$ cat src/hdl/mm_macros.svh
//**************************************************
// fixed 4x4 matrices of 32-bit elements
// one buffer row holds one matrix row
// one AXI burst carries one whole matrix
//**************************************************

`ifndef MM_MACROS_SVH
`define MM_MACROS_SVH

// element width in bits
`define MM_DW 32

// matrix and array dimension
`define MM_SA 4

// buffer row address width, log2 of MM_SA
`define MM_BUF_AW 2

// beats per matrix transfer
`define MM_BURST_LEN 16

`endif

$ cat src/hdl/mm_pkg.sv
//**************************************************
// shared types of the matrix-multiply subsystem
// AXI channels carry only the fields in use here
//**************************************************

`include "mm_macros.svh"

package mm_pkg;

    typedef logic [`MM_DW-1:0] elem_t;
    typedef logic signed [2*`MM_DW:0] acc_t;
    typedef logic [`MM_SA*`MM_DW-1:0] buf_row_t;
    typedef logic [`MM_BUF_AW-1:0] buf_addr_t;
    typedef logic [31:0] axi_addr_t;
    typedef logic [0:0] axi_id_t;

    // read address channel
    typedef struct packed {
        logic      valid;
        axi_id_t   id;
        axi_addr_t addr;
        logic [7:0] len;
        logic [2:0] size;
        logic [1:0] burst;
    } axi_ar_t;

    // read data channel
    typedef struct packed {
        logic    valid;
        axi_id_t id;
        elem_t   data;
        logic    last;
    } axi_r_t;

    // write address channel
    typedef struct packed {
        logic      valid;
        axi_addr_t addr;
        logic [7:0] len;
        logic [2:0] size;
        logic [1:0] burst;
    } axi_aw_t;

    // write data channel
    typedef struct packed {
        logic               valid;
        elem_t              data;
        logic [`MM_DW/8-1:0] strb;
        logic               last;
    } axi_w_t;

    // write response channel
    typedef struct packed {
        logic       valid;
        logic [1:0] resp;
    } axi_b_t;

    // one row write toward an operand buffer
    typedef struct packed {
        logic                          we;
        buf_addr_t                     addr;
        logic [`MM_SA*`MM_DW/8-1:0]    be;
        buf_row_t                      data;
    } buf_wr_t;

    // byte base addresses of A, B and C
    typedef struct packed {
        axi_addr_t a_addr;
        axi_addr_t b_addr;
        axi_addr_t c_addr;
    } dma_cfg_t;

    // element [i*MM_SA + j] is C[i][j]
    typedef acc_t [`MM_SA*`MM_SA-1:0] acc_matrix_t;

    typedef enum logic [2:0] {
        DMA_IDLE,
        DMA_ADDR_AB,
        DMA_LOAD,
        DMA_WAIT_MM,
        DMA_ADDR_C,
        DMA_WRITE_C,
        DMA_WAIT_B
    } dma_state_t;

    typedef enum logic [1:0] {
        MM_IDLE,
        MM_RUN,
        MM_DRAIN
    } mm_state_t;

endpackage

$ cat src/hdl/operand_buffer.sv
//**************************************************
// one matrix, one row per address
// write and read both take one cycle
// storage is not cleared by reset
//**************************************************

`include "mm_macros.svh"

module operand_buffer (
    input  logic              clk,
    input  mm_pkg::buf_wr_t   wr_i,
    input  mm_pkg::buf_addr_t raddr_i,
    output mm_pkg::buf_row_t  rdata_o
);
    import mm_pkg::*;

    localparam int DEPTH = 1 << `MM_BUF_AW;
    localparam int N_BYTE = $bits(buf_row_t) / 8;

    buf_row_t mem_q [DEPTH];
    buf_row_t rdata_q;

    // byte-enabled write
    always_ff @(posedge clk) begin
        if (wr_i.we) begin
            for (int b = 0; b < N_BYTE; b++) begin
                if (wr_i.be[b]) begin
                    mem_q[wr_i.addr][b*8 +: 8] <= wr_i.data[b*8 +: 8];
                end
            end
        end
    end

    // read data one cycle after the address
    always_ff @(posedge clk) begin
        rdata_q <= mem_q[raddr_i];
    end

    assign rdata_o = rdata_q;

endmodule

$ cat config.mk
export PLATFORM = sky130hd
export DESIGN_NAME = operand_buffer
export DESIGN_NICKNAME = d
export VERILOG_FILES = /design/src/hdl/mm_pkg.sv /design/src/hdl/operand_buffer.sv
export VERILOG_INCLUDE_DIRS = /design/src /design/src/hdl
export SDC_FILE = /design/constraint.sdc
export NUM_CORES = 1
export LEC_CHECK = 0
export BUFFER_PORTS_ARGS = -buffer_cell sky130_fd_sc_hd__buf_2
export CAP_MARGIN = 5
export CELL_PAD_IN_SITES_DETAIL_PLACEMENT = 0
export CELL_PAD_IN_SITES_GLOBAL_PLACEMENT = 1
export CORE_AREA = 4 4 172 299
export CTS_CLUSTER_SIZE = 8
export DETAILED_ROUTE_END_ITERATION = 10
export DIE_AREA = 0 0 176 303
export PLACE_DENSITY_LB_ADDON = 0.1
export RECOVER_POWER = 50
export SLEW_MARGIN = 20
export SYNTH_ARGS = -nofsm -noshare
export SYNTH_HDL_FRONTEND = slang
export SYNTH_SLANG_ARGS = --single-unit
$ cat constraint.sdc
create_clock -name clk -period 2.3 [get_ports clk]
set_input_delay 0.46 -clock clk [delete_from_list [all_inputs] [get_ports clk]]
set_output_delay 0.46 -clock clk [all_outputs]
set_load 0.03 [all_outputs]
# Word-level counts from Yosys, hierarchy flattened
# Memory sizes are Yosys's and may differ from the RTL's. A register that Yosys moved wholly into a read port is not among the register bits.
# Cells that the tools add are included.
[classes]
n_mux = 48
[op_table]
columns = ["op", "n"]
rows = [
  ["$mux 1", 48],
]
[totals]
ff_bits = 0
mem_bits_rw = 512
in_bits = 150
out_inout_bits = 128
word_cells = 49
n_memories = 1
[mem_list]
columns = ["name", "words", "word_bits", "rd", "rd_clocked_by_memory_dff", "wr", "line_no", "source"]
rows = [
  ["mem_q", 4, 128, 1, 1, 1, "operand_buffer.sv:20", "buf_row_t mem_q [DEPTH];"],
]

# Longest topological paths before layout
[depth]
word_depth = 3
depth_mapped = 3
depth_no_buf = 1

# Worst setup path after synthesis
# Ideal clock, no wire load.
[synth_path]
path_type = "input port to flip-flop"
from = "input port wr_i[145] (netlist name)"
to = "memory mem_q[0][100] (netlist name) (enable)"
setup_time_ns = 0.395
arrival_time_ns = 1.777
required_ns = 1.905
setup_slack_ns = 0.128
cell_stages = 3
n_path_buf = 2
path_cell_list = "clkbuf_1 > clkbuf_1 > nor4bb_1"
[synth_rtl]
columns = ["element", "line_no", "source"]
rows = [
  ["start: declaration", "operand_buffer.sv:11", "input mm_pkg::buf_wr_t wr_i,"],
  ["end: declaration", "operand_buffer.sv:20", ""],
]
# No word-level cell before the write port.

# Worst setup path after layout
[layout_path]
from = "input port raddr_i[1]"
to = "register rdata_q[58], in the netlist rdata_o[58] (read register of mem_q)"
[layout_rtl]
columns = ["element", "line_no", "source"]
rows = [
  ["start: declaration", "operand_buffer.sv:12", "input mm_pkg::buf_addr_t raddr_i,"],
  ["end: declaration", "operand_buffer.sv:21", "buf_row_t rdata_q;"],
]
# No word-level cell between the ends.

==> results.md <==
- Status: finished clean
- Total number of vias: 9934
- Standby leakage power: 8.97 nW
- Number of port buffers: 277
- Classification of the worst-slack hold path: input pin to flip-flop
- Area of the die: 53300 sq um
- Largest net degree at the start of global routing: 65
- Post-synthesis instance area: 21800 sq um
- Cts bufs inserted: 89
- Cell area power density: 1000 nW/um^2
- Buffers from clock root to sink, at most: 3
- Final ANT Viol Nets: 0
- Max Cap Viol: 0
- Number of unique standard cell types used by synthesis: 10
- Detailed-route DRC error count: 0
- Crit path launch type: input pin
- CTS H-tree lvls: 3
- Tightest Pin Transition: 917 ps
- Type of element capturing the critical path: flip-flop
- Max-slew violation count: 0
- Critical Path AT: 2330 ps
- Post-synthesis net count: 1031
- Row cnt: 107
- Max Fclk: 534 MHz
- Total gr overflow: 0
- Post-CTS resize count: 0
- Core Box Area: 48700 sq um
- Cell at the root of the clock tree: sky130_fd_sc_hd__clkbuf_16
- Number of fill cells: 3942
- Max_slew headroom: 0.389
- Highest ir drop seen on vdd: 0.000622 V
- Wirelength, routed: 44400 um
- First-iteration detailed-routing DRC count: 530
- Half-perimeter wire length of the detailed placement result: 29100 um
- Num Clock Sinks: 640
- Part of the cycle the worst path needs: 0.814
- I/O pin count: 278
- Source of the critical timing path: raddr_i[1]
- Initial Util: 0.448
- Number of global-route vias before repair: 11100
- CTS tree: yes
- Global routing usage summed across all routing layers: 0.169
- Maximum clock skew at final layout: 14.0 ps
- Growth of design area from synthesis to finish: 20.9%
- Worst skew pair latency: 600 ps
- Number of setup violations in the final report: 0
- First-pass GRT wire length: 67800 um
- Drt pass-1 iters: 6
- Total Nets Final: 1381
- Total of warnings raised by yosys: 0
- Highest net fanout along the worst path: 28
- Setup repair after global routing missed its margin: false
- Cts-stage hold buffer count: 0
- Aggregate negative setup slack: 0 ps
- Number of hold violations in the final report: 0
- DR vias/cell: 5.06
- Source of the worst hold timing path: wr_i[9]
- Routability-driven placement congestion ratio: 0.725
- Post-route minimum period: 1870 ps
- Post-synthesis area per instance: 24.8 sq um
- Critical path start-end classification: input pin to flip-flop
- Routed wire per std cell: 22.7 um
- Worst Setup Slack post-DPL: 488 ps
- Antenna violations before repair: 6
- Seq/Total Area, Yosys: 0.822
- CP required: 2760 ps
- Register-to-register path setup slack: 1290 ps
- Share of layout cells above drive strength 1: 0.303
- Clock transition at the register clock pins on the worst setup and hold paths after CTS: 50 ps
- Flip-flop and latch count after synthesis: 640
- Height of the die: 303 um
- Gate count after technology mapping: 881
- Width of the die: 176 um
- Setup WS post-layout: 428 ps
- Startpoint of the lowest-slack register-to-register path: mem_q[2][75]
- Post-CTS Repair Setup Buffers: 0
## registers in the layout, indices dropped and copies added, names as in the netlist
signal and flops:
rdata_o 128, mem_q 512
## per-layer routing
metal	wire length (um)	part of all wire	GRT usage
met1	16100	0.36	0.191
met2	24000	0.54	0.304
met3	3340	0.075	0.0531
met4	976	0.022	0.0554
met5	0	0	0
## worst max-delay path, stage by stage
cell and delay, ps:
sky130_fd_sc_hd__clkbuf_2 680, sky130_fd_sc_hd__clkbuf_2 730, sky130_fd_sc_hd__mux4_2 420
## cell type report
cell class,instances,area [sq um],area share
multi-input cells,192,3520,0.133
diodes,6,15.0,0.000569
flip-flops and latches,640,17900,0.679
clock buffers,157,2500,0.0948
repair buffers,308,1540,0.0582
clock inverters,5,73.8,0.00280
well taps,654,818,0.0310
## worst paths after layout
| path | to | cells after the start |
|---|---|---|
| worst max-delay path | rdata_o[58] | 3 |
| worst min-delay path | mem_q[2][9] | 1 |
| worst max register to register | rdata_o[75] | 1 |
| worst min register to register | rdata_o[64] | 1 |
## kinds of logic (layout without fill, tap and decap cells)
| kind of cell | Yosys count | count (layout) | synth area share |
|---|---|---|---|
| simple gates | 64 | 64 | 0.0284 |
| buf+inv | 49 | 470 | 0.0181 |
| other cells | 0 | 6 | 0 |
| flops | 640 | 640 | 0.822 |
| mux | 128 | 128 | 0.132 |
## placed cells by master (no fill, tap or decap)
cell,synthesis,final
sky130_fd_sc_hd__clkbuf_16,0,90
sky130_fd_sc_hd__edfxtp_1,512,512
sky130_fd_sc_hd__dfxtp_1,128,128
sky130_fd_sc_hd__clkbuf_8,0,1
sky130_fd_sc_hd__and4b_1,32,32
sky130_fd_sc_hd__buf_4,0,9
sky130_fd_sc_hd__mux4_2,128,128
sky130_fd_sc_hd__buf_12,10,9
sky130_fd_sc_hd__and4_1,16,16
sky130_fd_sc_hd__buf_2,14,147
sky130_fd_sc_hd__inv_6,0,2
sky130_fd_sc_hd__clkbuf_1,21,205
sky130_fd_sc_hd__diode_2,0,6
sky130_fd_sc_hd__clkbuf_2,0,3
sky130_fd_sc_hd__nor4bb_1,16,14
sky130_fd_sc_hd__clkbuf_4,0,1
sky130_fd_sc_hd__nor4bb_2,0,2
sky130_fd_sc_hd__inv_16,0,2
sky130_fd_sc_hd__clkinv_8,0,1
## per-stage QoR
step                total power [W]  hold slack (ps)  instance area, sq um  std cells   util
finish                       0.0265              116                 26400       1962  0.542
global route                 0.0276              107                 26400       1957  0.542
CTS                          0.0270             39.7                 26600       1956  0.547
detailed placement           0.0149              539                 24100       1794  0.494
global placement             0.0149              534                 24100       1794  0.494
floorplan                    0.0143              532                 21800        881      -
## synth_stat cells
master | instances | area (sq um)
sky130_fd_sc_hd__nor4bb_1 | 16 | 160
sky130_fd_sc_hd__edfxtp_1 | 512 | 15400
sky130_fd_sc_hd__buf_2 | 14 | 70.1
sky130_fd_sc_hd__mux4_2 | 128 | 2880
sky130_fd_sc_hd__buf_12 | 10 | 200
sky130_fd_sc_hd__and4b_1 | 32 | 320
sky130_fd_sc_hd__dfxtp_1 | 128 | 2560
sky130_fd_sc_hd__clkbuf_1 | 21 | 78.8
sky130_fd_sc_hd__and4_1 | 16 | 140
sky130_fd_sc_hd__buf_6 | 4 | 45.0
## power breakdown
group / switching, W / internal, W / total [W] / leakage [nW]
Clock: 0.00458 / 0.00732 / 0.0119 / 1.22
Sequential: 0.000130 / 0.0130 / 0.0131 / 5.73
Combinational: 0.000936 / 0.000533 / 0.00147 / 2.01
Note: power is estimated with default switching activity, not from simulation.
