$ cat src/hdl/mm_macros.svh
//**************************************************
// fixed 4x4 matrices of 32-bit elements
// one buffer row holds one matrix row
// one AXI burst carries one whole matrix
//**************************************************

`ifndef MM_MACROS_SVH
`define MM_MACROS_SVH

// element width in bits
`define MM_DW 32

// matrix and array dimension
`define MM_SA 4

// buffer row address width, log2 of MM_SA
`define MM_BUF_AW 2

// beats per matrix transfer
`define MM_BURST_LEN 16

`endif

$ cat src/hdl/mm_pkg.sv
//**************************************************
// shared types of the matrix-multiply subsystem
// AXI channels carry only the fields in use here
//**************************************************

`include "mm_macros.svh"

package mm_pkg;

    typedef logic [`MM_DW-1:0] elem_t;
    typedef logic signed [2*`MM_DW:0] acc_t;
    typedef logic [`MM_SA*`MM_DW-1:0] buf_row_t;
    typedef logic [`MM_BUF_AW-1:0] buf_addr_t;
    typedef logic [31:0] axi_addr_t;
    typedef logic [0:0] axi_id_t;

    // read address channel
    typedef struct packed {
        logic      valid;
        axi_id_t   id;
        axi_addr_t addr;
        logic [7:0] len;
        logic [2:0] size;
        logic [1:0] burst;
    } axi_ar_t;

    // read data channel
    typedef struct packed {
        logic    valid;
        axi_id_t id;
        elem_t   data;
        logic    last;
    } axi_r_t;

    // write address channel
    typedef struct packed {
        logic      valid;
        axi_addr_t addr;
        logic [7:0] len;
        logic [2:0] size;
        logic [1:0] burst;
    } axi_aw_t;

    // write data channel
    typedef struct packed {
        logic               valid;
        elem_t              data;
        logic [`MM_DW/8-1:0] strb;
        logic               last;
    } axi_w_t;

    // write response channel
    typedef struct packed {
        logic       valid;
        logic [1:0] resp;
    } axi_b_t;

    // one row write toward an operand buffer
    typedef struct packed {
        logic                          we;
        buf_addr_t                     addr;
        logic [`MM_SA*`MM_DW/8-1:0]    be;
        buf_row_t                      data;
    } buf_wr_t;

    // byte base addresses of A, B and C
    typedef struct packed {
        axi_addr_t a_addr;
        axi_addr_t b_addr;
        axi_addr_t c_addr;
    } dma_cfg_t;

    // element [i*MM_SA + j] is C[i][j]
    typedef acc_t [`MM_SA*`MM_SA-1:0] acc_matrix_t;

    typedef enum logic [2:0] {
        DMA_IDLE,
        DMA_ADDR_AB,
        DMA_LOAD,
        DMA_WAIT_MM,
        DMA_ADDR_C,
        DMA_WRITE_C,
        DMA_WAIT_B
    } dma_state_t;

    typedef enum logic [1:0] {
        MM_IDLE,
        MM_RUN,
        MM_DRAIN
    } mm_state_t;

endpackage

$ cat src/hdl/dma_engine.sv
//**************************************************
// reads A (ID 0) and B (ID 1) as two INCR bursts
// writes low 32 bits of C as one 16-beat burst
// response codes are not checked
// start_i is ignored unless idle
//**************************************************

`include "mm_macros.svh"

module dma_engine (
    input  logic                clk,
    input  logic                rst_n,
    input  mm_pkg::dma_cfg_t    cfg_i,
    input  logic                start_i,
    output logic                done_o,
    output mm_pkg::axi_ar_t     ar_o,
    input  logic                ar_ready_i,
    input  mm_pkg::axi_r_t      r_i,
    output logic                r_ready_o,
    output mm_pkg::axi_aw_t     aw_o,
    input  logic                aw_ready_i,
    output mm_pkg::axi_w_t      w_o,
    input  logic                w_ready_i,
    input  mm_pkg::axi_b_t      b_i,
    output logic                b_ready_o,
    output mm_pkg::buf_wr_t     buf_a_wr_o,
    output mm_pkg::buf_wr_t     buf_b_wr_o,
    output logic                mm_start_o,
    input  logic                mm_done_i,
    input  mm_pkg::acc_matrix_t accum_i
);
    import mm_pkg::*;

    localparam int N_ID = 2;
    localparam int LANE_W = $clog2(`MM_SA);
    localparam int WCNT_W = $clog2(`MM_BURST_LEN);
    localparam logic [LANE_W-1:0] LANE_LAST = LANE_W'(`MM_SA - 1);
    localparam logic [WCNT_W-1:0] W_LAST = WCNT_W'(`MM_BURST_LEN - 1);
    localparam logic [7:0] AXI_LEN = 8'(`MM_BURST_LEN - 1);
    localparam logic [2:0] AXI_SIZE = 3'($clog2(`MM_DW / 8));
    localparam logic [1:0] AXI_INCR = 2'b01;

    dma_state_t state_q;
    dma_state_t state_d;
    dma_cfg_t cfg_q;
    axi_id_t ar_sel_q;
    logic [WCNT_W-1:0] wcnt_q;
    logic mm_start_q;
    logic done_q;

    // per-ID packing state, index is the AXI ID
    logic [LANE_W-1:0] lane_q [N_ID];
    buf_addr_t row_q [N_ID];
    buf_row_t pack_q [N_ID];
    logic [N_ID-1:0] wr_q;
    logic [N_ID-1:0] last_q;

    logic start_ok;
    logic r_fire;
    logic w_fire;
    logic load_done;

    assign start_ok = (state_q == DMA_IDLE) && start_i;
    assign r_fire = r_i.valid && r_ready_o;
    assign w_fire = w_o.valid && w_ready_i;
    // both bursts ended and their last rows already written
    assign load_done = (&last_q) && !(|wr_q);

    always_comb begin
        state_d = state_q;
        case (state_q)
            DMA_IDLE:    if (start_i) state_d = DMA_ADDR_AB;
            DMA_ADDR_AB: if (ar_ready_i && ar_sel_q == 1'b1) state_d = DMA_LOAD;
            DMA_LOAD:    if (load_done) state_d = DMA_WAIT_MM;
            DMA_WAIT_MM: if (mm_done_i) state_d = DMA_ADDR_C;
            DMA_ADDR_C:  if (aw_ready_i) state_d = DMA_WRITE_C;
            DMA_WRITE_C: if (w_fire && w_o.last) state_d = DMA_WAIT_B;
            DMA_WAIT_B:  if (b_i.valid) state_d = DMA_IDLE;
            default:     state_d = DMA_IDLE;
        endcase
    end

    always_ff @(posedge clk) begin
        if (!rst_n) begin
            state_q <= DMA_IDLE;
            ar_sel_q <= '0;
            wcnt_q <= '0;
            mm_start_q <= 1'b0;
            done_q <= 1'b0;
        end else begin
            state_q <= state_d;
            mm_start_q <= (state_q == DMA_LOAD) && load_done;
            done_q <= (state_q == DMA_WAIT_B) && b_i.valid;
            if (start_ok) begin
                ar_sel_q <= '0;
                wcnt_q <= '0;
            end else begin
                // second AR goes out once the first is taken
                if (state_q == DMA_ADDR_AB && ar_ready_i) begin
                    ar_sel_q <= 1'b1;
                end
                if (w_fire) begin
                    wcnt_q <= wcnt_q + 1'b1;
                end
            end
        end
    end

    // base addresses held for the whole job
    always_ff @(posedge clk) begin
        if (start_ok) begin
            cfg_q <= cfg_i;
        end
    end

    always_ff @(posedge clk) begin
        if (!rst_n || start_ok) begin
            for (int id = 0; id < N_ID; id++) begin
                lane_q[id] <= '0;
                row_q[id] <= '0;
            end
            wr_q <= '0;
            last_q <= '0;
        end else begin
            for (int id = 0; id < N_ID; id++) begin
                wr_q[id] <= 1'b0;
                if (wr_q[id]) begin
                    row_q[id] <= row_q[id] + 1'b1;
                end
                if (r_fire && r_i.id == axi_id_t'(id)) begin
                    lane_q[id] <= lane_q[id] + 1'b1;
                    // full row, write it next cycle
                    if (lane_q[id] == LANE_LAST) begin
                        wr_q[id] <= 1'b1;
                    end
                    if (r_i.last) begin
                        last_q[id] <= 1'b1;
                    end
                end
            end
        end
    end

    // beat n lands in lane n mod 4
    always_ff @(posedge clk) begin
        if (r_fire) begin
            pack_q[r_i.id][lane_q[r_i.id]*`MM_DW +: `MM_DW] <= r_i.data;
        end
    end

    always_comb begin
        buf_a_wr_o.we = wr_q[0];
        buf_a_wr_o.addr = row_q[0];
        buf_a_wr_o.be = '1;
        buf_a_wr_o.data = pack_q[0];
        buf_b_wr_o.we = wr_q[1];
        buf_b_wr_o.addr = row_q[1];
        buf_b_wr_o.be = '1;
        buf_b_wr_o.data = pack_q[1];
    end

    always_comb begin
        ar_o.valid = (state_q == DMA_ADDR_AB);
        ar_o.id = ar_sel_q;
        ar_o.addr = ar_sel_q ? cfg_q.b_addr : cfg_q.a_addr;
        ar_o.len = AXI_LEN;
        ar_o.size = AXI_SIZE;
        ar_o.burst = AXI_INCR;

        aw_o.valid = (state_q == DMA_ADDR_C);
        aw_o.addr = cfg_q.c_addr;
        aw_o.len = AXI_LEN;
        aw_o.size = AXI_SIZE;
        aw_o.burst = AXI_INCR;

        // C goes out row-major, truncated to the element width
        w_o.valid = (state_q == DMA_WRITE_C);
        w_o.data = accum_i[wcnt_q][`MM_DW-1:0];
        w_o.strb = '1;
        w_o.last = (wcnt_q == W_LAST);
    end

    assign r_ready_o = (state_q == DMA_LOAD);
    assign b_ready_o = (state_q == DMA_WAIT_B);
    assign mm_start_o = mm_start_q;
    assign done_o = done_q;

    a_ar_hold: assert property (@(posedge clk) disable iff (!rst_n)
        ar_o.valid && !ar_ready_i |=> ar_o.valid && $stable(ar_o));

    a_w_hold: assert property (@(posedge clk) disable iff (!rst_n)
        w_o.valid && !w_ready_i |=> w_o.valid && $stable(w_o));

    a_start_pulse: assert property (@(posedge clk) disable iff (!rst_n)
        mm_start_o |=> !mm_start_o);

endmodule

$ cat config.mk
export PLATFORM = sky130hd
export DESIGN_NAME = dma_engine
export DESIGN_NICKNAME = d
export VERILOG_FILES = /design/src/hdl/mm_pkg.sv /design/src/hdl/dma_engine.sv
export VERILOG_INCLUDE_DIRS = /design/src /design/src/hdl
export SDC_FILE = /design/constraint.sdc
export NUM_CORES = 1
export LEC_CHECK = 0
export ABC_AREA = 1
export BUFFER_PORTS_ARGS = -buffer_cell sky130_fd_sc_hd__buf_4
export CAP_MARGIN = 20
export CORE_AREA = 2 2 629 631
export CTS_BUF_LIST = sky130_fd_sc_hd__clkbuf_8
export CTS_CLUSTER_DIAMETER = 200
export DETAILED_ROUTE_END_ITERATION = 8
export DIE_AREA = 0 0 631 633
export GPL_ROUTABILITY_DRIVEN = 1
export MAX_ROUTING_LAYER = met4
export PLACE_DENSITY = 0.3
export SETUP_SLACK_MARGIN = 0.5
export SKIP_CTS_REPAIR_TIMING = 1
export SLEW_MARGIN = 30
export SYNTH_ARGS = -nofsm -noshare
export SYNTH_HDL_FRONTEND = slang
export SYNTH_SLANG_ARGS = --single-unit
$ cat constraint.sdc
create_clock -name clk -period 3.8 [get_ports clk]
set_input_delay 0.19 -clock clk [delete_from_list [all_inputs] [get_ports clk]]
set_output_delay 0.19 -clock clk [all_outputs]
set_load 0.1 [all_outputs]
# ---- After elaboration in Yosys (flattened, before gate mapping)
# Memories as Yosys holds them, arrays and structs flattened.
# Index checks and enable logic that the tools add are counted.
dict set report op_classes {
  magnitude_cmp 1
  n_addsub 6
  n_bitwise 8
  n_div 0
  mux 33
  shifts 2
  eq_ne 16
  reduce_logical 23
  multipliers 0
}
# operator n
set ops {}
lappend ops {{65-bit binary-select mux with 4-bit select} 1}
lappend ops {{128-bit 2-to-1 mux} 1}
lappend ops {{32-bit by 34-bit variable shift with 128-bit output (first input constant)} 1}
lappend ops {{32-bit by 34-bit indexed part select with 128-bit output} 1}
lappend ops {{32-bit 2-to-1 mux} 2}
lappend ops {{7-bit negator with 34-bit output} 1}
lappend ops {{3-bit 2-to-1 mux} 7}
lappend ops {{3-bit one-hot mux with 7 select lines} 1}
lappend ops {{1-bit 2-to-1 mux} 17}
lappend ops {{1-bit logical AND} 11}
lappend ops {{3-bit equality test (second input constant)} 3}
lappend ops {{2-bit by 1-bit adder with 2-bit output (second input constant)} 4}
lappend ops {{2-bit 2-to-1 mux} 4}
lappend ops {{2-bit by 1-bit != test with 1-bit output (second input constant)} 4}
lappend ops {{2-bit OR reduction} 4}
lappend ops {{7-bit AND reduction} 1}
lappend ops {{3-bit by 2-bit equality test with 1-bit output (second input constant)} 2}
lappend ops {{2-bit != test (second input constant)} 3}
lappend ops {{2-bit AND reduction} 3}
lappend ops {{4-bit by 5-bit less-than comparator with 1-bit output (second input constant)} 1}
lappend ops {{4-bit by 1-bit adder with 4-bit output (second input constant)} 1}
lappend ops {{2-bit equality test (second input constant)} 2}
lappend ops {{4-bit equality test (second input constant)} 1}
lappend ops {{1-bit inverter} 4}
lappend ops {{other kinds (5)} 9}
dict set report totals {
  wordCells 104
  ramBits 264
  romBits 0
  latch_bits 0
  input_bits 1181
  n_memories 3
  regBits 110
  out_inout_bits 429
}
# name words width read_ports rd_clocked_by_memory_dff write_ports line
set mem_list {}
lappend mem_list {pack_q 2 128 2 0 1 dma_engine.sv:54} ;# buf_row_t pack_q [N_ID];
lappend mem_list {lane_q 2 2 3 0 2 dma_engine.sv:52} ;# logic [LANE_W-1:0] lane_q [N_ID];
lappend mem_list {row_q 2 2 2 0 2 dma_engine.sv:53} ;# buf_addr_t row_q [N_ID];

# ---- Longest topological paths before layout
# Gate-level depths: netlist of run 1.
dict set report logic_depth {
  depth_word 7
  mapped_depth 11
  depth_no_buf 10
}

# ---- Worst setup path before layout of run 1
# Ideal clock, no wire load.
dict set report synth_timing {
  path_type {register to register}
  from {register state_q[0]}
  to {memory pack_q[0][100] in the netlist's numbering (enable)}
  path_stages_with_launch 9
  path_buffers 1
  slack_ps -407
  t_arrival_ps 3786
  t_required_ps 3379
  synth_period_minus_slack_ps 4207
  setup_ps 421
  cell_sequence {dfxtp_1 -> buf_2 -> inv_1 -> nand2_1 -> nor2_1 -> nand2_1 -> nor2_1 -> inv_1 -> nor2_1}
}
dict set report synth_between {
  elab_chain_cells 4
}
# element line
set synth_lines {}
lappend synth_lines {{from (decl)} dma_engine.sv:43} ;# dma_state_t state_q;
lappend synth_lines {{from (signal assigned)} dma_engine.sv:91} ;# state_q <= state_d;
lappend synth_lines {{3-bit by 2-bit equality test with 1-bit output} dma_engine.sv:183} ;# assign r_ready_o = (state_q == DMA_LOAD);
lappend synth_lines {{via r_ready_o} dma_engine.sv:19} ;# output logic r_ready_o,
lappend synth_lines {{1-bit logical AND} dma_engine.sv:64} ;# assign r_fire = r_i.valid && r_ready_o;
lappend synth_lines {{1-bit 2-to-1 mux} dma_engine.sv:146} ;# if (r_fire) begin
lappend synth_lines {{128-bit 2-to-1 mux} dma_engine.sv:147} ;# pack_q[r_i.id][lane_q[r_i.id]*`MM_DW +: `MM_DW] <= r_i.data;
lappend synth_lines {{to (decl)} dma_engine.sv:54}
# The timed path passes the listed nets, and every way through them passes these cells.

==> impl_metrics.json, run 1 <==
{
  "pwr-share-clk": 0.286,
  "die_height_um": 633,
  "postSynthCellCount": 1870,
  "via_per_inst": 2.37,
  "grt_pass1_vias": 19700,
  "slew_headroom": 0.368,
  "cts.htree.levels": 3,
  "combPwrFrac": 0.376,
  "place.port_buffers": 1017,
  "fin_nets": 4239,
  "grt_pass1_wl_mm": 235,
  "drt_iter0_markers": 1301,
  "postRouteAntennaNets": 0,
  "power_uw": 15100,
  "final.setup.worst_slack_ps": 507,
  "die_w_um": 631,
  "grt_max_degree": 112,
  "power_switching_uw": 6560,
  "path_clk_slew_ps": 60,
  "crit_path_end_kind": "output pin",
  "grt_use_total": 0.0962,
  "gp_congestion": 0.819,
  "worstPathArrival_ps": 3100,
  "drc_errors": 0,
  "place_hpwl_mm": 172,
  "min_period_ps": 3290,
  "core_area_um2": 392000,
  "avgRoutedWirePerCell_um": 24.1,
  "layout-drive-gt1-share": 0.433,
  "timing.fmax_mhz": 304,
  "p_seq_frac": 0.338,
  "ir_drop_uv": 274,
  "critical_path_class": "reg2out",
  "timing.critical_path.mode_cell": "buf_6",
  "clock-sinks": 374,
  "pre_cts_slack_ps": 325,
  "wl_mm": 202,
  "seq_area_frac_synth": 0.611,
  "powerDensity_nw_per_um2": 411,
  "yosys_warnings": 0,
  "critPathRequiredTime_ps": 3610,
  "tightest_slew_ps": 949,
  "cts-root-buf": "clkbuf_8",
  "cts_made_buffers": 76,
  "min_path_type": "in2reg",
  "critPathSlowestCell": "nor2_1",
  "vias": 19800,
  "insertion_delay_ps": 840,
  "p_leak_uw": 0.0136,
  "cts_buffer_depth": 3,
  "cap_violations": 0,
  "synth.ff_latch_count": 374,
  "path_delay_family": "buffers and inverters",
  "dr.pass1.iters": 5,
  "slew_viol_final": 0,
  "period_share": 0.867,
  "synth_cell_types": 31,
  "cp_cell_sequence": "buf_16, buf_6, clkbuf_16, nor2_1, o22ai_2, nand2_1, nand3_2, buf_6, buf_12",
  "critPathMaxStageDelay_ps": 440,
  "worst-path-buf-inv": 5,
  "power_switching_share": 0.436,
  "hold_violations": 0,
  "syn_to_final_growth_pct": 102,
  "start_kind": "flop",
  "dieArea_um2": 399000,
  "cts_tree": "built",
  "setup_viol": 0,
  "path_max_fanout": 14,
  "fill_cells": 45700,
  "pin_count": 1610,
  "start_util": 0.0463,
  "avgSynthCellArea_um2": 9.71,
  "status": "finished, final reports clean",
  "overflow": 0,
  "num_rows": 230,
  "antenna_found_initial": 100,
  "rsz0062_at_grt": "yes",
  "p_int_uw": 8500,
  "finClkSkew_ps": 123,
  "syn_area_um2": 18200
}
==> stage by stage <==
step / setup TNS [ps] / instance area (um2) / instances / hold WS (ps) / utilization
2_1_floorplan: 0 / 18400 / 1930 / 289 / -
3_3_place_gp: 0 / 32100 / 8031 / 369 / 0.0819
3_5_place_dp: 0 / 32100 / 8032 / 369 / 0.0819
4_1_cts: -10580 / 33600 / 8164 / -469 / 0.0857
5_1_grt: 0 / 36700 / 8380 / 33.5 / 0.0935
6_report: 0 / 36700 / 8384 / 45.9 / 0.0935
==> metal layers <==
layer,GRT usage,vias to the layer above,part of all wire
li1,-,8792,-
met1,0.105,9761,0.39
met2,0.157,1115,0.47
met3,0.0464,163,0.11
met4,0.0238,0,0.029
met5,-,-,0
==> layout make-up <==
type                            count  area (um2)  area share
Timing Repair inverter              2        41.3     0.00113
Sequential cell                   374       11100       0.303
Inverter                           63         275     0.00751
Timing Repair Buffer             1261       10600       0.290
Multi-Input combinational cell   1272        6450       0.176
Clock inverter                     56         432      0.0118
Antenna cell                       60         150     0.00409
Tap cell                         5220        6530       0.178
Clock buffer                       76        1050      0.0285
==> synth_stat cells <==
cell type	number	area (um2)
conb_1	2	7.51
o21ai_0	220	1100
nand3b_1	2	15.0
dfxtp_1	14	280
clkbuf_1	78	293
buf_8	1	15.0
or2_1	1	6.26
nand2_2	1	6.26
nand3_1	72	360
a31oi_1	2	12.5
nor2_1	479	1800
buf_2	28	140
o22ai_1	64	400
buf_6	11	124
xnor2_1	2	17.5
buf_4	96	721
ha_1	8	100
inv_1	60	225
a21oi_1	6	30.0
o211ai_1	64	480
inv_2	3	11.3
o21ai_2	1	8.76
nand2_1	228	856
nor3b_1	1	7.51
edfxtp_1	360	10800
buf_1	7	26.3
o21ai_1	39	195
nand4_1	1	6.26
or2_2	3	18.8
nor3_1	15	75.1
nor4_1	1	6.26
==> registers in the layout (all words and copies together), names as in the netlist <==
| signal | count |
|---|---|
| row_q | 4 |
| pack_q | 256 |
| wcnt_q | 4 |
| aw_o | 32 |
| mm_start_o | 1 |
| last_q | 2 |
| done_o | 1 |
| state_q | 3 |
| wr_q | 2 |
| cfg_q | 64 |
| ar_sel_q | 1 |
| lane_q | 4 |
==> power groups by stage <==
stage	combinational (uW)	clock [uW]	sequential [uW]
finish	5660	4300	5090
global route	5950	4620	5120
CTS	5530	4480	5100
detailed placement	5520	0	5180
global placement	5540	0	5180
floorplan	2830	0	5540
==> path summary, 6_finish.rpt <==
kind	endpoint	slack, ps	from	depth (start not counted)
setup / recovery	w_o[12]	510	wcnt_q[0]	9
hold reg to reg	last_q[0]	480	last_q[0]	2
setup reg to reg	pack_q[0][3]	700	lane_q[1][1]	6
hold / removal	state_q[2]	50	mm_done_i	7
==> cell families after synthesis <==
group / Yosys count / share of synthesized area
fa+ha+maj: 8 / 0.00551
compound gates: 396 / 0.123
other cells: 2 / 0.000414
buf+inv: 284 / 0.0857
flops: 374 / 0.611
xor+xnor: 2 / 0.000965
simple gates: 804 / 0.174
==> worst reg2reg max path, stage by stage (launching register included) <==
cell,delay (ps)
edfxtp_1,390
or2_2,300
o21ai_0,220
ha_1,510
nor2_1,180
nand2_1,450
nor2_1,770
==> cell usage in the layout, fill, tap and decap left out, types with 62 or more instances in the layout <==
master,instances
nor2_1,462
conb_1,62
inv_1,86
o21ai_0,208
dlygate4sd3_1,137
nand2_1,219
buf_4,1047
o211ai_1,64
edfxtp_1,360
clkbuf_8,77
No activity file was read; power rests on OpenSTA's default activity.
==> inputs of run 2 (changes only) <==
==> constraint.sdc (replaced) <==
create_clock -name clk -period 3.8 [get_ports clk]
set_input_delay 0.19 -clock clk [delete_from_list [all_inputs] [get_ports clk]]
set_output_delay 0.19 -clock clk [all_outputs]
set_load 0.02 [all_outputs]
==> impl_metrics.json, run 2 (same netlist as run 1, synthesis figures left out) <==
{
  "status": "finished, final reports clean",
  "slew_viol_final": 0,
  "cp_cell_sequence": "inv_16, buf_12, buf_4, o21ai_0, o211ai_1, nand3_2, nand3_1, buf_6",
  "grt_use_total": 0.0943,
  "start_util": 0.0463,
  "path_max_fanout": 45,
  "path_clk_slew_ps": 60,
  "cts_tree": "built",
  "critPathSlowestCell": "dfxtp_4",
  "p_seq_frac": 0.392,
  "whs_path_depth": 7,
  "combPwrFrac": 0.288,
  "period_share": 0.827,
  "dieArea_um2": 399000,
  "cts_made_buffers": 73,
  "wl_mm": 195,
  "drt_iter0_markers": 1047,
  "cap_violations": 0,
  "p_leak_uw": 0.0132,
  "place.port_buffers": 1017,
  "worstPathArrival_ps": 2950,
  "setup_viol": 0,
  "powerDensity_nw_per_um2": 364,
  "cts.htree.levels": 3,
  "postRouteAntennaNets": 0,
  "gp_congestion": 0.829,
  "power_switching_uw": 4690,
  "avgRoutedWirePerCell_um": 23.3,
  "dr.pass1.iters": 5,
  "num_rows": 230,
  "via_per_inst": 2.32,
  "cts-root-buf": "clkbuf_8",
  "layout_common_cells": "buf_4, nor2_1, edfxtp_1",
  "critPathMaxStageDelay_ps": 410,
  "p_int_uw": 8320,
  "antenna_found_initial": 114,
  "rrSetupSlack_ps": 760,
  "r2r_cells": 6,
  "syn_to_final_growth_pct": 96.7,
  "critPathRequiredTime_ps": 3610,
  "r2r-start": "lane_q[1][1]",
  "tightest_slew_ps": 869,
  "timing.fmax_mhz": 318,
  "overflow": 0,
  "layout-drive-gt1-share": 0.417,
  "crit_path_end_kind": "output pin",
  "pin_count": 1610,
  "fin_nets": 4228,
  "min_from": "mm_done_i",
  "insertion_delay_ps": 760,
  "drc_errors": 0,
  "rr_endpoint": "pack_q[1][9]",
  "grt_pass1_vias": 19500,
  "slew_headroom": 0.418,
  "die_w_um": 631,
  "vias": 19400,
  "min_path_type": "in2reg",
  "holdPathEnd": "state_q[2]",
  "grt_max_degree": 132,
  "critical_path_class": "reg2out",
  "place_hpwl_mm": 169,
  "core_area_um2": 392000,
  "grt_pass1_wl_mm": 230,
  "final_common_cell": "buf_4",
  "largest_reg_flops": 256,
  "hold_violations": 0,
  "hold_ws_ps": 43.1,
  "ir_drop_uv": 182,
  "start_kind": "flop",
  "power_switching_share": 0.360,
  "finClkSkew_ps": 54.6,
  "finalSetupTns_ps": 0,
  "rsz0062_at_grt": "yes",
  "min_period_ps": 3140,
  "pwr-share-clk": 0.320,
  "cts_buffer_depth": 3,
  "die_height_um": 633,
  "clock-sinks": 374
}
-- run 2: cell count changes in the layout (fill, tap and decap cells not counted), sizes merged, moves of 2 or more --
cell      before   now
buf         1114  1117
clkinvlp       3     5
clkbuf        86    76
clkinv        16    36
diode         60    50
inv           97    76
-- run 2: through the flow --
step	total power, uW	std cells	area (um2)	worst slack [ps]	util
CTS	13200	8171	33600	-302	0.0857
floorplan	6550	1930	18400	667	-
finish	13000	8366	35700	658	0.0911
detailed placement	8920	8039	32200	612	0.0821
global route	13700	8352	35700	432	0.0910
global placement	8920	8039	32200	580	0.0821
-- run 2: final cells by class --
| type | count | area, um2 |
|---|---|---|
| Timing Repair Buffer | 1255 | 10100 |
| Clock buffer | 74 | 1020 |
| Inverter | 63 | 263 |
| Clock inverter | 58 | 415 |
| Sequential cell | 374 | 11100 |
| Fill cell | 45700 | 356000 |
| Tap cell | 5220 | 6530 |
| Antenna cell | 50 | 125 |
| Multi-Input combinational cell | 1272 | 6120 |
-- run 2: worst max-delay path by stage --
stage / startpoint / to / slack [ps] / depth (start not counted)
after floorplan: state_q[0] / pack_q[0][100] / 670 / 8
after global placement: lane_q[1][1] / pack_q[0][19] / 580 / 6
after detailed placement: wcnt_q[1] / w_o[13] / 610 / 7
after CTS: wcnt_q[1] / w_o[13] / -300 / 7
after global routing: wcnt_q[0] / w_o[11] / 430 / 9
final: wcnt_q[0] / w_o[14] / 660 / 8
-- run 2: worst max-delay path: cells and delay by family, from the launching register on --
family | cells | cell delay (ps)
buf+inv | 4 | 880
compound gates | 2 | 310
simple gates | 2 | 470
flops | 1 | 410
-- run 2: per-layer routing --
metal | wire, um | part of all wire | GRT usage
met4 | 4400 | 0.023 | 0.0195
met5 | 0 | 0 | -
met1 | 75600 | 0.39 | 0.102
met2 | 96700 | 0.50 | 0.163
met3 | 18300 | 0.094 | 0.0365
-- run 2: power by group through the flow --
stage | Combinational (uW) | Clock (uW) | Sequential [uW]
final | 3740 | 4170 | 5100
after global routing | 4040 | 4530 | 5130
after CTS | 3740 | 4380 | 5100
after detailed placement | 3730 | 0 | 5190
after global placement | 3740 | 0 | 5190
after floorplan | 1330 | 0 | 5220
